File: src/mem_region_pkg.sv
package mem_region_pkg;

  // core-side bus widths
  localparam int addr_width = 32;
  localparam int data_width = 32;
  localparam int be_width   = data_width / 8;

  // size of one bank in words and bytes
  localparam int ram_word_addr_width = 10;
  localparam int ram_num_words       = 2 ** ram_word_addr_width;
  localparam int ram_byte_addr_width = ram_word_addr_width + 2;

  // address span checked by the lsu decode
  localparam int region_msb = 31;
  localparam int region_lsb = 20;

  // tag value of the local data region
  localparam logic [region_msb-region_lsb:0] data_region_tag = 12'h001;

  // where the next lsu response comes from
  typedef enum logic [0:0]
  {
    resp_src_ext,
    resp_src_ram
  } resp_src_e;

endpackage

File: src/mem_port_if.sv
`timescale 1ns/1ps

interface mem_port_if;

  // master side
  logic                                           req;
  logic [mem_region_pkg::ram_byte_addr_width-1:0] addr;
  logic                                           we;
  logic [mem_region_pkg::be_width-1:0]            be;
  logic [mem_region_pkg::data_width-1:0]          wdata;

  // slave side
  logic                                           gnt;
  logic                                           rvalid;
  logic [mem_region_pkg::data_width-1:0]          rdata;

  modport master
  (
    output req,
    output addr,
    output we,
    output be,
    output wdata,
    input  gnt,
    input  rvalid,
    input  rdata
  );

  modport slave
  (
    input  req,
    input  addr,
    input  we,
    input  be,
    input  wdata,
    output gnt,
    output rvalid,
    output rdata
  );

endinterface

File: src/ram_mux.sv
`timescale 1ns/1ps

module ram_mux
#(
  parameter bit port1_read_only = 1'b0
)
(
  input  logic                                           clk,
  input  logic                                           rst_n,

  input  logic                                           ld_req_i,
  input  logic [mem_region_pkg::ram_byte_addr_width-1:0] ld_addr_i,
  input  logic                                           ld_we_i,
  input  logic [mem_region_pkg::be_width-1:0]            ld_be_i,
  input  logic [mem_region_pkg::data_width-1:0]          ld_wdata_i,
  output logic [mem_region_pkg::data_width-1:0]          ld_rdata_o,

  mem_port_if.slave                                      core_port,

  output logic                                           ram_en_o,
  output logic [mem_region_pkg::ram_word_addr_width-1:0] ram_addr_o,
  output logic                                           ram_we_o,
  output logic [mem_region_pkg::be_width-1:0]            ram_be_o,
  output logic [mem_region_pkg::data_width-1:0]          ram_wdata_o,
  input  logic [mem_region_pkg::data_width-1:0]          ram_rdata_i
);

  logic                                  core_we;
  logic [mem_region_pkg::be_width-1:0]   core_be;
  logic [mem_region_pkg::data_width-1:0] core_wdata;
  logic                                  ld_owner_q;
  logic                                  core_gnt_q;

  generate
    if (port1_read_only)
    begin : g_read_only
      // fetch side reads full words only
      assign core_we    = 1'b0;
      assign core_be    = '1;
      assign core_wdata = '0;
    end
    else
    begin : g_read_write
      assign core_we    = core_port.we;
      assign core_be    = core_port.be;
      assign core_wdata = core_port.wdata;
    end
  endgenerate

  // loader has fixed priority
  assign core_port.gnt = core_port.req & ~ld_req_i;

  always_comb
  begin
    ram_en_o = ld_req_i | core_port.req;
    if (ld_req_i)
    begin
      ram_addr_o  = ld_addr_i[mem_region_pkg::ram_byte_addr_width-1:2];
      ram_we_o    = ld_we_i;
      ram_be_o    = ld_be_i;
      ram_wdata_o = ld_wdata_i;
    end
    else
    begin
      ram_addr_o  = core_port.addr[mem_region_pkg::ram_byte_addr_width-1:2];
      ram_we_o    = core_we;
      ram_be_o    = core_be;
      ram_wdata_o = core_wdata;
    end
  end

  always_ff @(posedge clk, negedge rst_n)
  begin
    if (!rst_n)
    begin
      ld_owner_q <= 1'b0;
      core_gnt_q <= 1'b0;
    end
    else
    begin
      ld_owner_q <= ld_req_i;
      core_gnt_q <= core_port.gnt;
    end
  end

  // response goes to whoever owned the bank last cycle
  assign core_port.rvalid = core_gnt_q;
  assign core_port.rdata  = core_gnt_q ? ram_rdata_i : '0;
  assign ld_rdata_o       = ld_owner_q ? ram_rdata_i : '0;

endmodule

File: src/flat_wrapper.sv
// flat-port wrapper written by rule: the top's interface ports become plain ports
module ram_mux_flat 
#(
  parameter bit port1_read_only = 1'b0
)
  (clk, rst_n, ld_req_i, ld_addr_i, ld_we_i, ld_be_i, ld_wdata_i, ld_rdata_o, ram_en_o, ram_addr_o, ram_we_o, ram_be_o, ram_wdata_o, ram_rdata_i, core_port_req, core_port_addr, core_port_we, core_port_be, core_port_wdata, core_port_gnt, core_port_rvalid, core_port_rdata);
  mem_port_if core_port_i ();
  input  logic clk;
  input  logic rst_n;
  input  logic ld_req_i;
  input  logic [mem_region_pkg::ram_byte_addr_width-1:0] ld_addr_i;
  input  logic ld_we_i;
  input  logic [mem_region_pkg::be_width-1:0] ld_be_i;
  input  logic [mem_region_pkg::data_width-1:0] ld_wdata_i;
  output logic [mem_region_pkg::data_width-1:0] ld_rdata_o;
  output logic ram_en_o;
  output logic [mem_region_pkg::ram_word_addr_width-1:0] ram_addr_o;
  output logic ram_we_o;
  output logic [mem_region_pkg::be_width-1:0] ram_be_o;
  output logic [mem_region_pkg::data_width-1:0] ram_wdata_o;
  input  logic [mem_region_pkg::data_width-1:0] ram_rdata_i;
  input wire logic [$bits(core_port_i.req)-1:0] core_port_req;
  input wire logic [$bits(core_port_i.addr)-1:0] core_port_addr;
  input wire logic [$bits(core_port_i.we)-1:0] core_port_we;
  input wire logic [$bits(core_port_i.be)-1:0] core_port_be;
  input wire logic [$bits(core_port_i.wdata)-1:0] core_port_wdata;
  output wire logic [$bits(core_port_i.gnt)-1:0] core_port_gnt;
  output wire logic [$bits(core_port_i.rvalid)-1:0] core_port_rvalid;
  output wire logic [$bits(core_port_i.rdata)-1:0] core_port_rdata;
  assign core_port_i.req = core_port_req;
  assign core_port_i.addr = core_port_addr;
  assign core_port_i.we = core_port_we;
  assign core_port_i.be = core_port_be;
  assign core_port_i.wdata = core_port_wdata;
  assign core_port_gnt = core_port_i.gnt;
  assign core_port_rvalid = core_port_i.rvalid;
  assign core_port_rdata = core_port_i.rdata;
  ram_mux #(.port1_read_only(port1_read_only)) u_core (.clk(clk), .rst_n(rst_n), .ld_req_i(ld_req_i), .ld_addr_i(ld_addr_i), .ld_we_i(ld_we_i), .ld_be_i(ld_be_i), .ld_wdata_i(ld_wdata_i), .ld_rdata_o(ld_rdata_o), .core_port(core_port_i), .ram_en_o(ram_en_o), .ram_addr_o(ram_addr_o), .ram_we_o(ram_we_o), .ram_be_o(ram_be_o), .ram_wdata_o(ram_wdata_o), .ram_rdata_i(ram_rdata_i));
endmodule
File: config.mk
export PLATFORM = sky130hd
export DESIGN_NAME = ram_mux_flat
export DESIGN_NICKNAME = d
export VERILOG_FILES = /design/src/mem_region_pkg.sv /design/src/mem_port_if.sv /design/src/ram_mux.sv /design/src/flat_wrapper.sv
export SDC_FILE = /design/constraint.sdc
export NUM_CORES = 1
export LEC_CHECK = 0
export BUFFER_PORTS_ARGS = -buffer_cell sky130_fd_sc_hd__buf_4
export CAP_MARGIN = 20
export CORE_AREA = 2 2 95 97
export DETAILED_ROUTE_END_ITERATION = 8
export DIE_AREA = 0 0 97 99
export PLACE_DENSITY_LB_ADDON = 0.2
export REMOVE_ABC_BUFFERS = 1
export SLEW_MARGIN = 40
export SYNTH_ARGS = -nofsm -noshare
export SYNTH_HDL_FRONTEND = slang
export SYNTH_SLANG_ARGS = --single-unit
File: constraint.sdc
create_clock -name clk -period 2.2 [get_ports clk]
set_clock_uncertainty 0.05 [all_clocks]
set_input_delay 0.11 -clock clk [delete_from_list [all_inputs] [get_ports clk]]
set_output_delay 0.11 -clock clk [all_outputs]
set_load 0.05 [all_outputs]
-- Word-level counts from Yosys, hierarchy flattened
Cells that the tools add are included.
W data, S select, Z words.
- input bits: 134
- word-level logic and storage cells: 11
- register bits after elaboration: 2
- multiplexer cells: 6
- bitwise logic cells: 3
- operators with widths (operator ; number):
    $mux W32 ; 3
    $mux W10 ; 1
    $mux W4 ; 1
    $and A1 B1 Y1 ; 1
    $mux W1 ; 1
    $not A1 Y1 ; 1
    $or A1 B1 Y1 ; 1

-- Logic depth before layout (Yosys ltp)
- word-level depth: 2
- depth in mapped cells: 3
- mapped depth without buffers: 1

-- Worst setup path after synthesis
No wires, ideal clock.
- kind: flip-flop to output port
- start: register u_core.core_gnt_q (netlist: u_core.core_port.rvalid)
- end: output port core_port_rdata[10]
- data required time: 2.040 ns
- cell stages (with the launch flop): 3
- arrival time: 1.345 ns
- setup slack: 0.695 ns
- cell sequence: dfrtp_1 -> clkbuf_1 -> and2_1
- longest elaborated chain between the ends: 1
- RTL lines (item ; RTL line ; RTL):
    start, declared ; ram_mux.sv:32 ; logic core_gnt_q;
    start signal, assigned ; ram_mux.sv:82 ; core_gnt_q <= core_port.gnt;
    $mux W32 ; ram_mux.sv:88 ; assign core_port.rdata = core_gnt_q ? ram_rdata_i : '0;
    end, declared ; flat_wrapper.sv:29 ; output wire logic [$bits(core_port_i.rdata)-1:0] core_port_rdata;
Every way passes these cells.

-- Final worst setup path
- start: register u_core.core_gnt_q (netlist: u_core.core_port.rvalid)
- end: output port core_port_rdata[25]
Same word-level chain as after synthesis.

==> metrics.md <==
| Metric | Value |
|---|---|
| Outcome | complete, no violations |
| Worst Tran Pin Value | 0.649 ns |
| Commonest non-fill, non-tap cell in the layout | buf_4 |
| Post-route DRC | 0 |
| Hold Path Class | input pin to flop |
| Post-layout total power | 0.00117 W |
| Placed Instance Area | 0.00300 mm2 |
| Max-Cap Viols | 0 |
| Dpl ws | 0.772 ns |
| Vias | 1794 |
| Synth Area per Inst | 8.65 um2 |
| Die Ht | 99 um |
| Router iterations before antenna repair | 4 |
| Nets | 500 |
| Fin crit share | 68.5% |
| Rel. slew slack | 56.7% |
| Final Setup Violations | 0 |
| Syn. warnings | 0 |
| TritonCTS Buffers | 3 |
| Clock transition at the registers of the reported paths | 0.03 ns |
| Worst EP arrival | 1.35 ns |
| Synth area leaders | mux2_2 (40%), and2_1 (37%), mux2_4 (11%) |
| Lkg Pwr | 1.65 nW |
| Final WL | 6.23 mm |
| Post-synthesis sequential area ratio | 4.59% |
| Final worst slack | 0.693 ns |
| VDD IR-drop max | 0.173 mV |
| RSZ-0062 raised after global routing | no |
| Post-synth top area share | 40.3% |
| Design area | 0.00305 mm2 |
| Clock buffer depth | 2 |
| GRT Util Overall | 11.6% |
| Filler instances | 890 |
| Crit. End Element | output pin |
| Final HPWL DP | 5.53 mm |
| Root buffer cell | clkbuf_8 |
| Placeable core region | 0.00855 mm2 |
| Hold path endpoint | u_core.core_port.rvalid |
| Fin crit period | 1.51 ns |
| Num rows | 34 |
| Max-slew violations | 0 |
| CTS tree | yes |
| CP Class | flop to output pin |
| Crit start category | flop |
| Crit path max fanout | 23 |
| Die area | 0.00960 mm2 |
| First-pass GRT wire length | 9.13 mm |
| GRT overflow | 0 |
| Mapped Area | 0.00109 mm2 |
| DRT iter0 DRCs | 7 |
| Fin. Hold Viols | 0 |
| Ant. Diodes | 0 |
| Final ANT Viol Nets | 0 |
| H-tree depth | 1 |
| Post-CTS setup buffer count | 0 |
| Initial Util | 12.7% |
| Distinct cells, synth | 9 |
| Port Buffers | 243 |
| Crit path required time | 2.04 ns |
| Most frequent cells in the layout | buf_4 (245), and2_1 (64), mux2_2 (39) |
| Largest net degree at the start of global routing | 51 |
| Cell area power density | 384 mW/mm2 |
| Initial antenna violation count | 0 |
| CTS Sinks | 2 |
| Via/cell ratio | 3.80 |
| Area Overhead vs Synth | 180% |
| Die Width | 97 um |
| Cell count after synthesis | 126 |
| Layout cells sized above 1 | 81.0% |
| Hold Path Stages | 2 |
| Dominant cell type by area after synthesis | mux2_2 |
| Top-level I/O count | 248 |
| Core Util, Final | 35.6% |
| Vias in the first global route | 1826 |
| Routed length per instance | 13.2 um |
| GP Congestion | 0.850 |
| Fmax | 0.664 GHz |
| Register bit count reported by yosys | 2 |
| Hold path start | core_port_req |
| TNS Setup | 0 ns |
worst max-delay path: stages (launching register included):
cell and delay, ns:
dfrtp_1 0.50, buf_4 0.27, and2_1 0.15, buf_4 0.20
kinds of logic (layout without fill, tap and decap cells):
group,Yosys count,in the layout,synth area share [%]
AND/OR/NAND/NOR,66,66,37.9
multiplexers,47,47,51.3
buffers and inverters,11,249,6.20
flip-flops,2,2,4.59
synth_stat cells:
cell and instances:
buf_4 3, mux2_2 39, nor2b_1 1, or2_1 1, dfrtp_1 2, and2_1 64, buf_6 2, mux2_4 8
clkbuf_1 6
area by class of cell:
| class | instances | area (um2) | share of cell area [%] |
|---|---|---|---|
| Sequential cell | 2 | 50.0 | 1.64 |
| Tap cell | 108 | 135 | 4.43 |
| Timing Repair Buffer | 246 | 1850 | 60.7 |
| Multi-Input combinational cell | 113 | 972 | 31.9 |
| Clock buffer | 3 | 41.3 | 1.35 |
worst max-delay path by stage:
stage	start	to	slack, ns	cells past startpoint
6_report	u_core.core_port.rvalid	core_port_rdata[25]	0.69	3
5_1_grt	u_core.core_port.rvalid	core_port_rdata[25]	0.59	3
4_1_cts	u_core.core_port.rvalid	core_port_rdata[5]	0.68	3
3_5_place_dp	ld_req_i	ram_wdata_o[19]	0.77	3
3_3_place_gp	ld_req_i	ram_wdata_o[13]	0.77	3
2_1_floorplan	u_core.core_port.rvalid	core_port_rdata[0]	0.63	1
metrics by stage:
| stage | hold WS (ns) | cells |
|---|---|---|
| final | 0.142 | 472 |
| after global routing | 0.158 | 472 |
| after CTS | 0.140 | 472 |
| after detailed placement | -0.156 | 468 |
| after global placement | -0.158 | 468 |
| after floorplan | -0.236 | 115 |
metal layers:
layer,share of wire [%],track usage [%],vias to the layer above
li1,-,-,892
met2,54,22.9,142
met5,0,0,-
met4,0,1.63,0
met1,33,12.1,760
met3,13,3.90,0
power breakdown:
| part | internal [W] | switching [W] |
|---|---|---|
| logic | 0.000395 | 0.000590 |
| registers | 0.0000390 | 0.00000412 |
| clock network | 0.000115 | 0.0000262 |
state kept, by name (all words and copies together), names as in the netlist:
| signal | count |
|---|---|
| u_core.ld_owner_q | 1 |
| u_core.core_port.rvalid | 1 |
repair_timing:
item,in CTS,in global routing
hold buffers,1,0
resized for setup,0,0
endpoints found under the hold margin,2,0
setup endpoints to repair,0,0
No activity file was read; power rests on OpenSTA's default activity.
