**src/mem_region_pkg.sv**
```systemverilog
package mem_region_pkg;

  // core-side bus widths
  localparam int addr_width = 32;
  localparam int data_width = 32;
  localparam int be_width   = data_width / 8;

  // size of one bank in words and bytes
  localparam int ram_word_addr_width = 10;
  localparam int ram_num_words       = 2 ** ram_word_addr_width;
  localparam int ram_byte_addr_width = ram_word_addr_width + 2;

  // address span checked by the lsu decode
  localparam int region_msb = 31;
  localparam int region_lsb = 20;

  // tag value of the local data region
  localparam logic [region_msb-region_lsb:0] data_region_tag = 12'h001;

  // where the next lsu response comes from
  typedef enum logic [0:0]
  {
    resp_src_ext,
    resp_src_ram
  } resp_src_e;

endpackage

```
**src/mem_port_if.sv**
```systemverilog
`timescale 1ns/1ps

interface mem_port_if;

  // master side
  logic                                           req;
  logic [mem_region_pkg::ram_byte_addr_width-1:0] addr;
  logic                                           we;
  logic [mem_region_pkg::be_width-1:0]            be;
  logic [mem_region_pkg::data_width-1:0]          wdata;

  // slave side
  logic                                           gnt;
  logic                                           rvalid;
  logic [mem_region_pkg::data_width-1:0]          rdata;

  modport master
  (
    output req,
    output addr,
    output we,
    output be,
    output wdata,
    input  gnt,
    input  rvalid,
    input  rdata
  );

  modport slave
  (
    input  req,
    input  addr,
    input  we,
    input  be,
    input  wdata,
    output gnt,
    output rvalid,
    output rdata
  );

endinterface

```
**src/lsu_demux.sv**
```systemverilog
`timescale 1ns/1ps

module lsu_demux
(
  input  logic                                  clk,
  input  logic                                  rst_n,

  input  logic                                  lsu_req_i,
  input  logic [mem_region_pkg::addr_width-1:0] lsu_addr_i,
  input  logic                                  lsu_we_i,
  input  logic [mem_region_pkg::be_width-1:0]   lsu_be_i,
  input  logic [mem_region_pkg::data_width-1:0] lsu_wdata_i,
  output logic                                  lsu_gnt_o,
  output logic                                  lsu_rvalid_o,
  output logic [mem_region_pkg::data_width-1:0] lsu_rdata_o,

  mem_port_if.master                            ram_port,

  output logic                                  ext_req_o,
  output logic [mem_region_pkg::addr_width-1:0] ext_addr_o,
  output logic                                  ext_we_o,
  output logic [mem_region_pkg::be_width-1:0]   ext_be_o,
  output logic [mem_region_pkg::data_width-1:0] ext_wdata_o,
  input  logic                                  ext_gnt_i,
  input  logic                                  ext_rvalid_i,
  input  logic [mem_region_pkg::data_width-1:0] ext_rdata_i
);

  logic                      is_local;
  mem_region_pkg::resp_src_e resp_src_q;
  mem_region_pkg::resp_src_e resp_src_d;

  assign is_local = (lsu_addr_i[mem_region_pkg::region_msb:mem_region_pkg::region_lsb]
                     == mem_region_pkg::data_region_tag);

  // local data bank
  assign ram_port.req   = lsu_req_i & is_local;
  assign ram_port.addr  = lsu_addr_i[mem_region_pkg::ram_byte_addr_width-1:0];
  assign ram_port.we    = lsu_we_i;
  assign ram_port.be    = lsu_be_i;
  assign ram_port.wdata = lsu_wdata_i;

  // everything else leaves the region
  assign ext_req_o   = lsu_req_i & ~is_local;
  assign ext_addr_o  = lsu_addr_i;
  assign ext_we_o    = lsu_we_i;
  assign ext_be_o    = lsu_be_i;
  assign ext_wdata_o = lsu_wdata_i;

  assign lsu_gnt_o  = is_local ? ram_port.gnt : (ext_gnt_i & lsu_req_i);
  assign resp_src_d = !lsu_req_i ? resp_src_q :
                      is_local   ? mem_region_pkg::resp_src_ram :
                                   mem_region_pkg::resp_src_ext;

  always_ff @(posedge clk, negedge rst_n)
  begin
    if (!rst_n)
    begin
      resp_src_q <= mem_region_pkg::resp_src_ram;
    end
    else
    begin
      resp_src_q <= resp_src_d;
    end
  end

  // route the response back by source
  assign lsu_rvalid_o = (resp_src_q == mem_region_pkg::resp_src_ram) ? ram_port.rvalid
                                                                     : ext_rvalid_i;
  assign lsu_rdata_o  = (resp_src_q == mem_region_pkg::resp_src_ram) ? ram_port.rdata
                                                                     : ext_rdata_i;

endmodule

```
**src/flat_wrapper.sv**
```systemverilog
// flat-port wrapper written by rule: the top's interface ports become plain ports
module lsu_demux_flat 
  (clk, rst_n, lsu_req_i, lsu_addr_i, lsu_we_i, lsu_be_i, lsu_wdata_i, lsu_gnt_o, lsu_rvalid_o, lsu_rdata_o, ext_req_o, ext_addr_o, ext_we_o, ext_be_o, ext_wdata_o, ext_gnt_i, ext_rvalid_i, ext_rdata_i, ram_port_req, ram_port_addr, ram_port_we, ram_port_be, ram_port_wdata, ram_port_gnt, ram_port_rvalid, ram_port_rdata);
  mem_port_if ram_port_i ();
  input  logic clk;
  input  logic rst_n;
  input  logic lsu_req_i;
  input  logic [mem_region_pkg::addr_width-1:0] lsu_addr_i;
  input  logic lsu_we_i;
  input  logic [mem_region_pkg::be_width-1:0] lsu_be_i;
  input  logic [mem_region_pkg::data_width-1:0] lsu_wdata_i;
  output logic lsu_gnt_o;
  output logic lsu_rvalid_o;
  output logic [mem_region_pkg::data_width-1:0] lsu_rdata_o;
  output logic ext_req_o;
  output logic [mem_region_pkg::addr_width-1:0] ext_addr_o;
  output logic ext_we_o;
  output logic [mem_region_pkg::be_width-1:0] ext_be_o;
  output logic [mem_region_pkg::data_width-1:0] ext_wdata_o;
  input  logic ext_gnt_i;
  input  logic ext_rvalid_i;
  input  logic [mem_region_pkg::data_width-1:0] ext_rdata_i;
  output wire logic [$bits(ram_port_i.req)-1:0] ram_port_req;
  output wire logic [$bits(ram_port_i.addr)-1:0] ram_port_addr;
  output wire logic [$bits(ram_port_i.we)-1:0] ram_port_we;
  output wire logic [$bits(ram_port_i.be)-1:0] ram_port_be;
  output wire logic [$bits(ram_port_i.wdata)-1:0] ram_port_wdata;
  input wire logic [$bits(ram_port_i.gnt)-1:0] ram_port_gnt;
  input wire logic [$bits(ram_port_i.rvalid)-1:0] ram_port_rvalid;
  input wire logic [$bits(ram_port_i.rdata)-1:0] ram_port_rdata;
  assign ram_port_req = ram_port_i.req;
  assign ram_port_addr = ram_port_i.addr;
  assign ram_port_we = ram_port_i.we;
  assign ram_port_be = ram_port_i.be;
  assign ram_port_wdata = ram_port_i.wdata;
  assign ram_port_i.gnt = ram_port_gnt;
  assign ram_port_i.rvalid = ram_port_rvalid;
  assign ram_port_i.rdata = ram_port_rdata;
  lsu_demux u_core (.clk(clk), .rst_n(rst_n), .lsu_req_i(lsu_req_i), .lsu_addr_i(lsu_addr_i), .lsu_we_i(lsu_we_i), .lsu_be_i(lsu_be_i), .lsu_wdata_i(lsu_wdata_i), .lsu_gnt_o(lsu_gnt_o), .lsu_rvalid_o(lsu_rvalid_o), .lsu_rdata_o(lsu_rdata_o), .ram_port(ram_port_i), .ext_req_o(ext_req_o), .ext_addr_o(ext_addr_o), .ext_we_o(ext_we_o), .ext_be_o(ext_be_o), .ext_wdata_o(ext_wdata_o), .ext_gnt_i(ext_gnt_i), .ext_rvalid_i(ext_rvalid_i), .ext_rdata_i(ext_rdata_i));
endmodule
```
**config.mk**
```make
export PLATFORM = sky130hd
export DESIGN_NAME = lsu_demux_flat
export DESIGN_NICKNAME = d
export VERILOG_FILES = /design/src/mem_region_pkg.sv /design/src/mem_port_if.sv /design/src/lsu_demux.sv /design/src/flat_wrapper.sv
export SDC_FILE = /design/constraint.sdc
export NUM_CORES = 1
export LEC_CHECK = 0
export BUFFER_PORTS_ARGS = -buffer_cell sky130_fd_sc_hd__buf_2
export CORE_AREA = 4 4 113 115
export CTS_CLUSTER_SIZE = 20
export DETAILED_ROUTE_END_ITERATION = 8
export DIE_AREA = 0 0 117 119
export PLACE_DENSITY = 0.44
export SYNTH_ARGS = -nofsm -noshare
export SYNTH_HDL_FRONTEND = slang
export SYNTH_SLANG_ARGS = --single-unit
export TNS_END_PERCENT = 30
```
**constraint.sdc**
```tcl
create_clock -name clk -period 4.07 [get_ports clk]
set_input_delay 0.6105 -clock clk [delete_from_list [all_inputs] [get_ports clk]]
set_output_delay 0.6105 -clock clk [all_outputs]
set_load 0.02 [all_outputs]
```
Word-level counts from Yosys, hierarchy flattened

Cells that the tools add are included.

Bits in registers: 1
Bits of input ports: 140
Output and inout port bits: 154
Word-level logic and storage cells: 10

Equality and inequality tests: 1
Mux-type cells: 4
Bitwise gates (word level): 4

Operators by type and width:

| kind                | number |
|---|---|
| $mux 32             | 1 |
| $eq 12x1->1 const B | 1 |
| $and 1x1->1         | 3 |
| $mux 1              | 3 |
| $not 1->1           | 1 |

Depth between registers and ports, before layout

Depth in word-level cells: 3
Depth in mapped cells: 4
Depth with buffers taken out: 3

Worst setup path after synthesis

No wires, ideal clock.

Kind: input-to-output
Start: input port lsu_addr_i[26] in the netlist's numbering
End: output port lsu_gnt_o
Arrival: 1.416 ns
Data required time: 3.459 ns
Setup slack: 2.044 ns
Cell stages on the path: 3
Path buffers: 0
Cell sequence: nor4_4 -> nand3_2 -> mux2i_1

Longest elaborated chain between the ends: 2

RTL lines:

| element            | RTL line           | text |
|---|---|---|
| start: declaration | flat_wrapper.sv:8  | `input logic [mem_region_pkg::addr_width-1:0] lsu_addr_i;` |
| $eq 12x1->1        | lsu_demux.sv:34    | `== mem_region_pkg::data_region_tag);` |
| $mux 1             | lsu_demux.sv:50    | `assign lsu_gnt_o = is_local ? ram_port.gnt : (ext_gnt_i & lsu_req_i);` |
| end: declaration   | flat_wrapper.sv:12 | `output logic lsu_gnt_o;` |

Every way passes these cells.

Final worst setup path

Start: register u_core.resp_src_q
End: output port lsu_rdata_o[4] in the netlist's numbering

Longest elaborated chain between the ends: 1

RTL lines:

| element                  | RTL line           | text |
|---|---|---|
| start: declaration       | lsu_demux.sv:30    | `mem_region_pkg::resp_src_e resp_src_q;` |
| start signal: assignment | lsu_demux.sv:59    | `resp_src_q <= mem_region_pkg::resp_src_ram;` |
| start signal: assignment | lsu_demux.sv:63    | `resp_src_q <= resp_src_d;` |
| $mux 32                  | lsu_demux.sv:70    | `assign lsu_rdata_o = (resp_src_q == mem_region_pkg::resp_src_ram) ? ram_port.rdata` |
| end: declaration         | flat_wrapper.sv:14 | `output logic [mem_region_pkg::data_width-1:0] lsu_rdata_o;` |

Every way passes these cells.

==> results.md <==
- Status: complete, no violations
- Dpl ws: 1770 ps
- Synth area leader: buf_4
- Worst hold path class: in2async
- Die ar.: 13900 sq um
- Drt pass-1 iters: 3
- Via count: 997
- Fin. max-slew vios: 0
- Max rail drop VDD: 0.0290 mV
- Post-synth EDFFs: 0
- Arrival time at the worst endpoint: 1630 ps
- Worst Path Class, Setup: reg2out
- Number of antenna violations at the first check in global routing: 0
- Cts hold-fix bufs: 0
- Area of the multi-input gates: 480 sq um
- Worst Max-Slew Pin Slew: 786 ps
- Final Skew: 0 ps
- Residual DRC: 0
- Avg WL per Cell: 10.5 um
- Final hold viol count: 0
- IO Count: 294
- FF-to-FF setup slack: 2760 ps
- Clk Latency, worst-skew pair: 0 ps
- # setup viols final: 0
- YS warnings: 0
- Critical path fanouts, max: 34
- Core area: 11800 sq um
- Post-CTS setup buffer count: 0
- PwrDens: 95.0 nW/um^2
- Via density: 3.09
- Vias in the first global route: 968
- GRT Util Overall: 3.77%
- Max_slew headroom: 47.6%
- Largest register FFs: 1
- Syn nets: 308
- Ys flop type: dfstp_2
- First-pass GRT wire length: 4410 um
- N_diodes: 0
- Post-DRT Antenna Nets: 0
- Post-synth cell types: 15
- WP data required: 3460 ps
- PostCTS Resize Cnt: 0
- Final wirelength: 3390 um
- RSZ-0062 raised after global routing: no
- Syn avg cell area: 8.56 sq um
- Max-Cap Viols: 0
- Nets: 318
- R2r endpoint: u_core.resp_src_q$_DFFE_PN1P_
- Cells after Synth: 168
- Clock-pin slew on the worst setup and hold paths: 0 ps
- Most numerous cell in the Yosys netlist: buf_4
- RR Startpoint: u_core.resp_src_q$_DFFE_PN1P_
- Top post-synthesis cells by area: buf_4, mux2_2, mux2_1, nor4_4, buf_6
- Biggest register: u_core.resp_src_q
- Gp weighted congestion: 0.696
- Starting density of the core: 12.2%
- Initial DRC Count: 8
- Die H: 119 um
- Final min period: 2240 ps
- Top flop regs: u_core.resp_src_q (1)
- Row count: 40
- CP endpoint kind: primary output
- Setup ws final: 1830 ps
- Final cycle utilization of the critical path: 55.1%
- GR Overflow Total: 0
- Sequential area share after synthesis: 1.83%
- Register bit count reported by yosys: 1
- Reg area: 26.3 sq um
- CP startpoint kind: register
- Total power: 128 uW
- Die width: 117 um
- Peak Freq: 446 MHz
- Buffers on Ports: 130
- Share of the synthesized area in the top cell type: 61.6%
- Filler cells: 1346
- Fraction of layout cells with a size suffix above 1: 92.0%
- Static Leak: 0.000685 uW
- Layout Area Growth over Synthesis: -6.26%
- R2R cell count: 2
- Top cells by count, synth: buf_4, mux2_2, mux2_1
- Setup TNS: 0 ps
- Largest net degree at the start of global routing: 35
- Syn Std Cell Area: 1440 sq um
- Async S/R FF share, synth: 100%
report_power, final:
part / total [uW] / internal, uW / switching [uW]
combinational: 118 / 57.2 / 60.8
clock: 0 / 0 / 0
sequential: 10.2 / 10.1 / 0.0436
cell type report:
type | instances | area share [%]
Sequential cell | 1 | 1.95
Multi-Input combinational cell | 43 | 35.6
Timing Repair Buffer | 130 | 48.2
Tap cell | 147 | 13.6
Inverter | 2 | 0.557
how the worst max path moves through the flow:
stage                                  start        endpoint  slack, ps  cells past startpoint
5_1_grt        u_core.resp_src_q$_DFFE_PN1P_  lsu_rdata_o[3]       1750                      2
3_5_place_dp   u_core.resp_src_q$_DFFE_PN1P_  lsu_rdata_o[4]       1770                      2
2_1_floorplan                 lsu_addr_i[26]       lsu_gnt_o       2040                      3
4_1_cts        u_core.resp_src_q$_DFFE_PN1P_  lsu_rdata_o[4]       1780                      2
3_3_place_gp   u_core.resp_src_q$_DFFE_PN1P_  lsu_rdata_o[4]       1830                      2
6_report       u_core.resp_src_q$_DFFE_PN1P_  lsu_rdata_o[4]       1830                      2
cell usage in the layout, fill, tap and decap left out, drive strengths merged:
| cell | Yosys | layout |
|---|---|---|
| nor2 | 1 | 1 |
| buf | 122 | 130 |
| nor4b | 1 | 1 |
| inv | 2 | 2 |
| o21ai | 1 | 1 |
| a31oi | 1 | 1 |
| nand2 | 2 | 2 |
| dfstp | 1 | 1 |
| mux2 | 33 | 33 |
| nor4 | 2 | 2 |
| mux2i | 1 | 1 |
| nand3 | 1 | 1 |
layer usage:
metal,vias up,global-route usage (%),routed length [um],part of all wire [%]
met3,8,2.29,637,19
li1,441,-,-,-
met1,430,4.25,1220,36
met5,-,0,0,0
met2,118,6.15,1510,44
met4,0,0.645,32,0.94
cell families (layout without fill, tap and decap cells):
| family | Yosys count | count (layout) | share of synthesized area, % |
|---|---|---|---|
| multiplexers | 34 | 34 | 26.5 |
| flip-flops | 1 | 1 | 1.83 |
| buffers and inverters | 124 | 132 | 64.8 |
| AND/OR/NAND/NOR | 7 | 7 | 6.09 |
| AO/OA/AOI/OAI | 2 | 2 | 0.783 |
metrics by stage:
stage	std cells	cell area [sq um]	util (%)	hold WS (ps)
after global placement	323	1350	11.4	570
final	323	1350	11.4	555
after floorplan	168	1440	-	463
after detailed placement	323	1350	11.4	559
after global routing	323	1350	11.4	566
after CTS	323	1350	11.4	559
critical path, cell delays in order, from the launching register on:
cell     delay [ps]
dfstp_2        1010
mux2_2          430
buf_2           160
No activity file was read; power rests on OpenSTA's default activity.
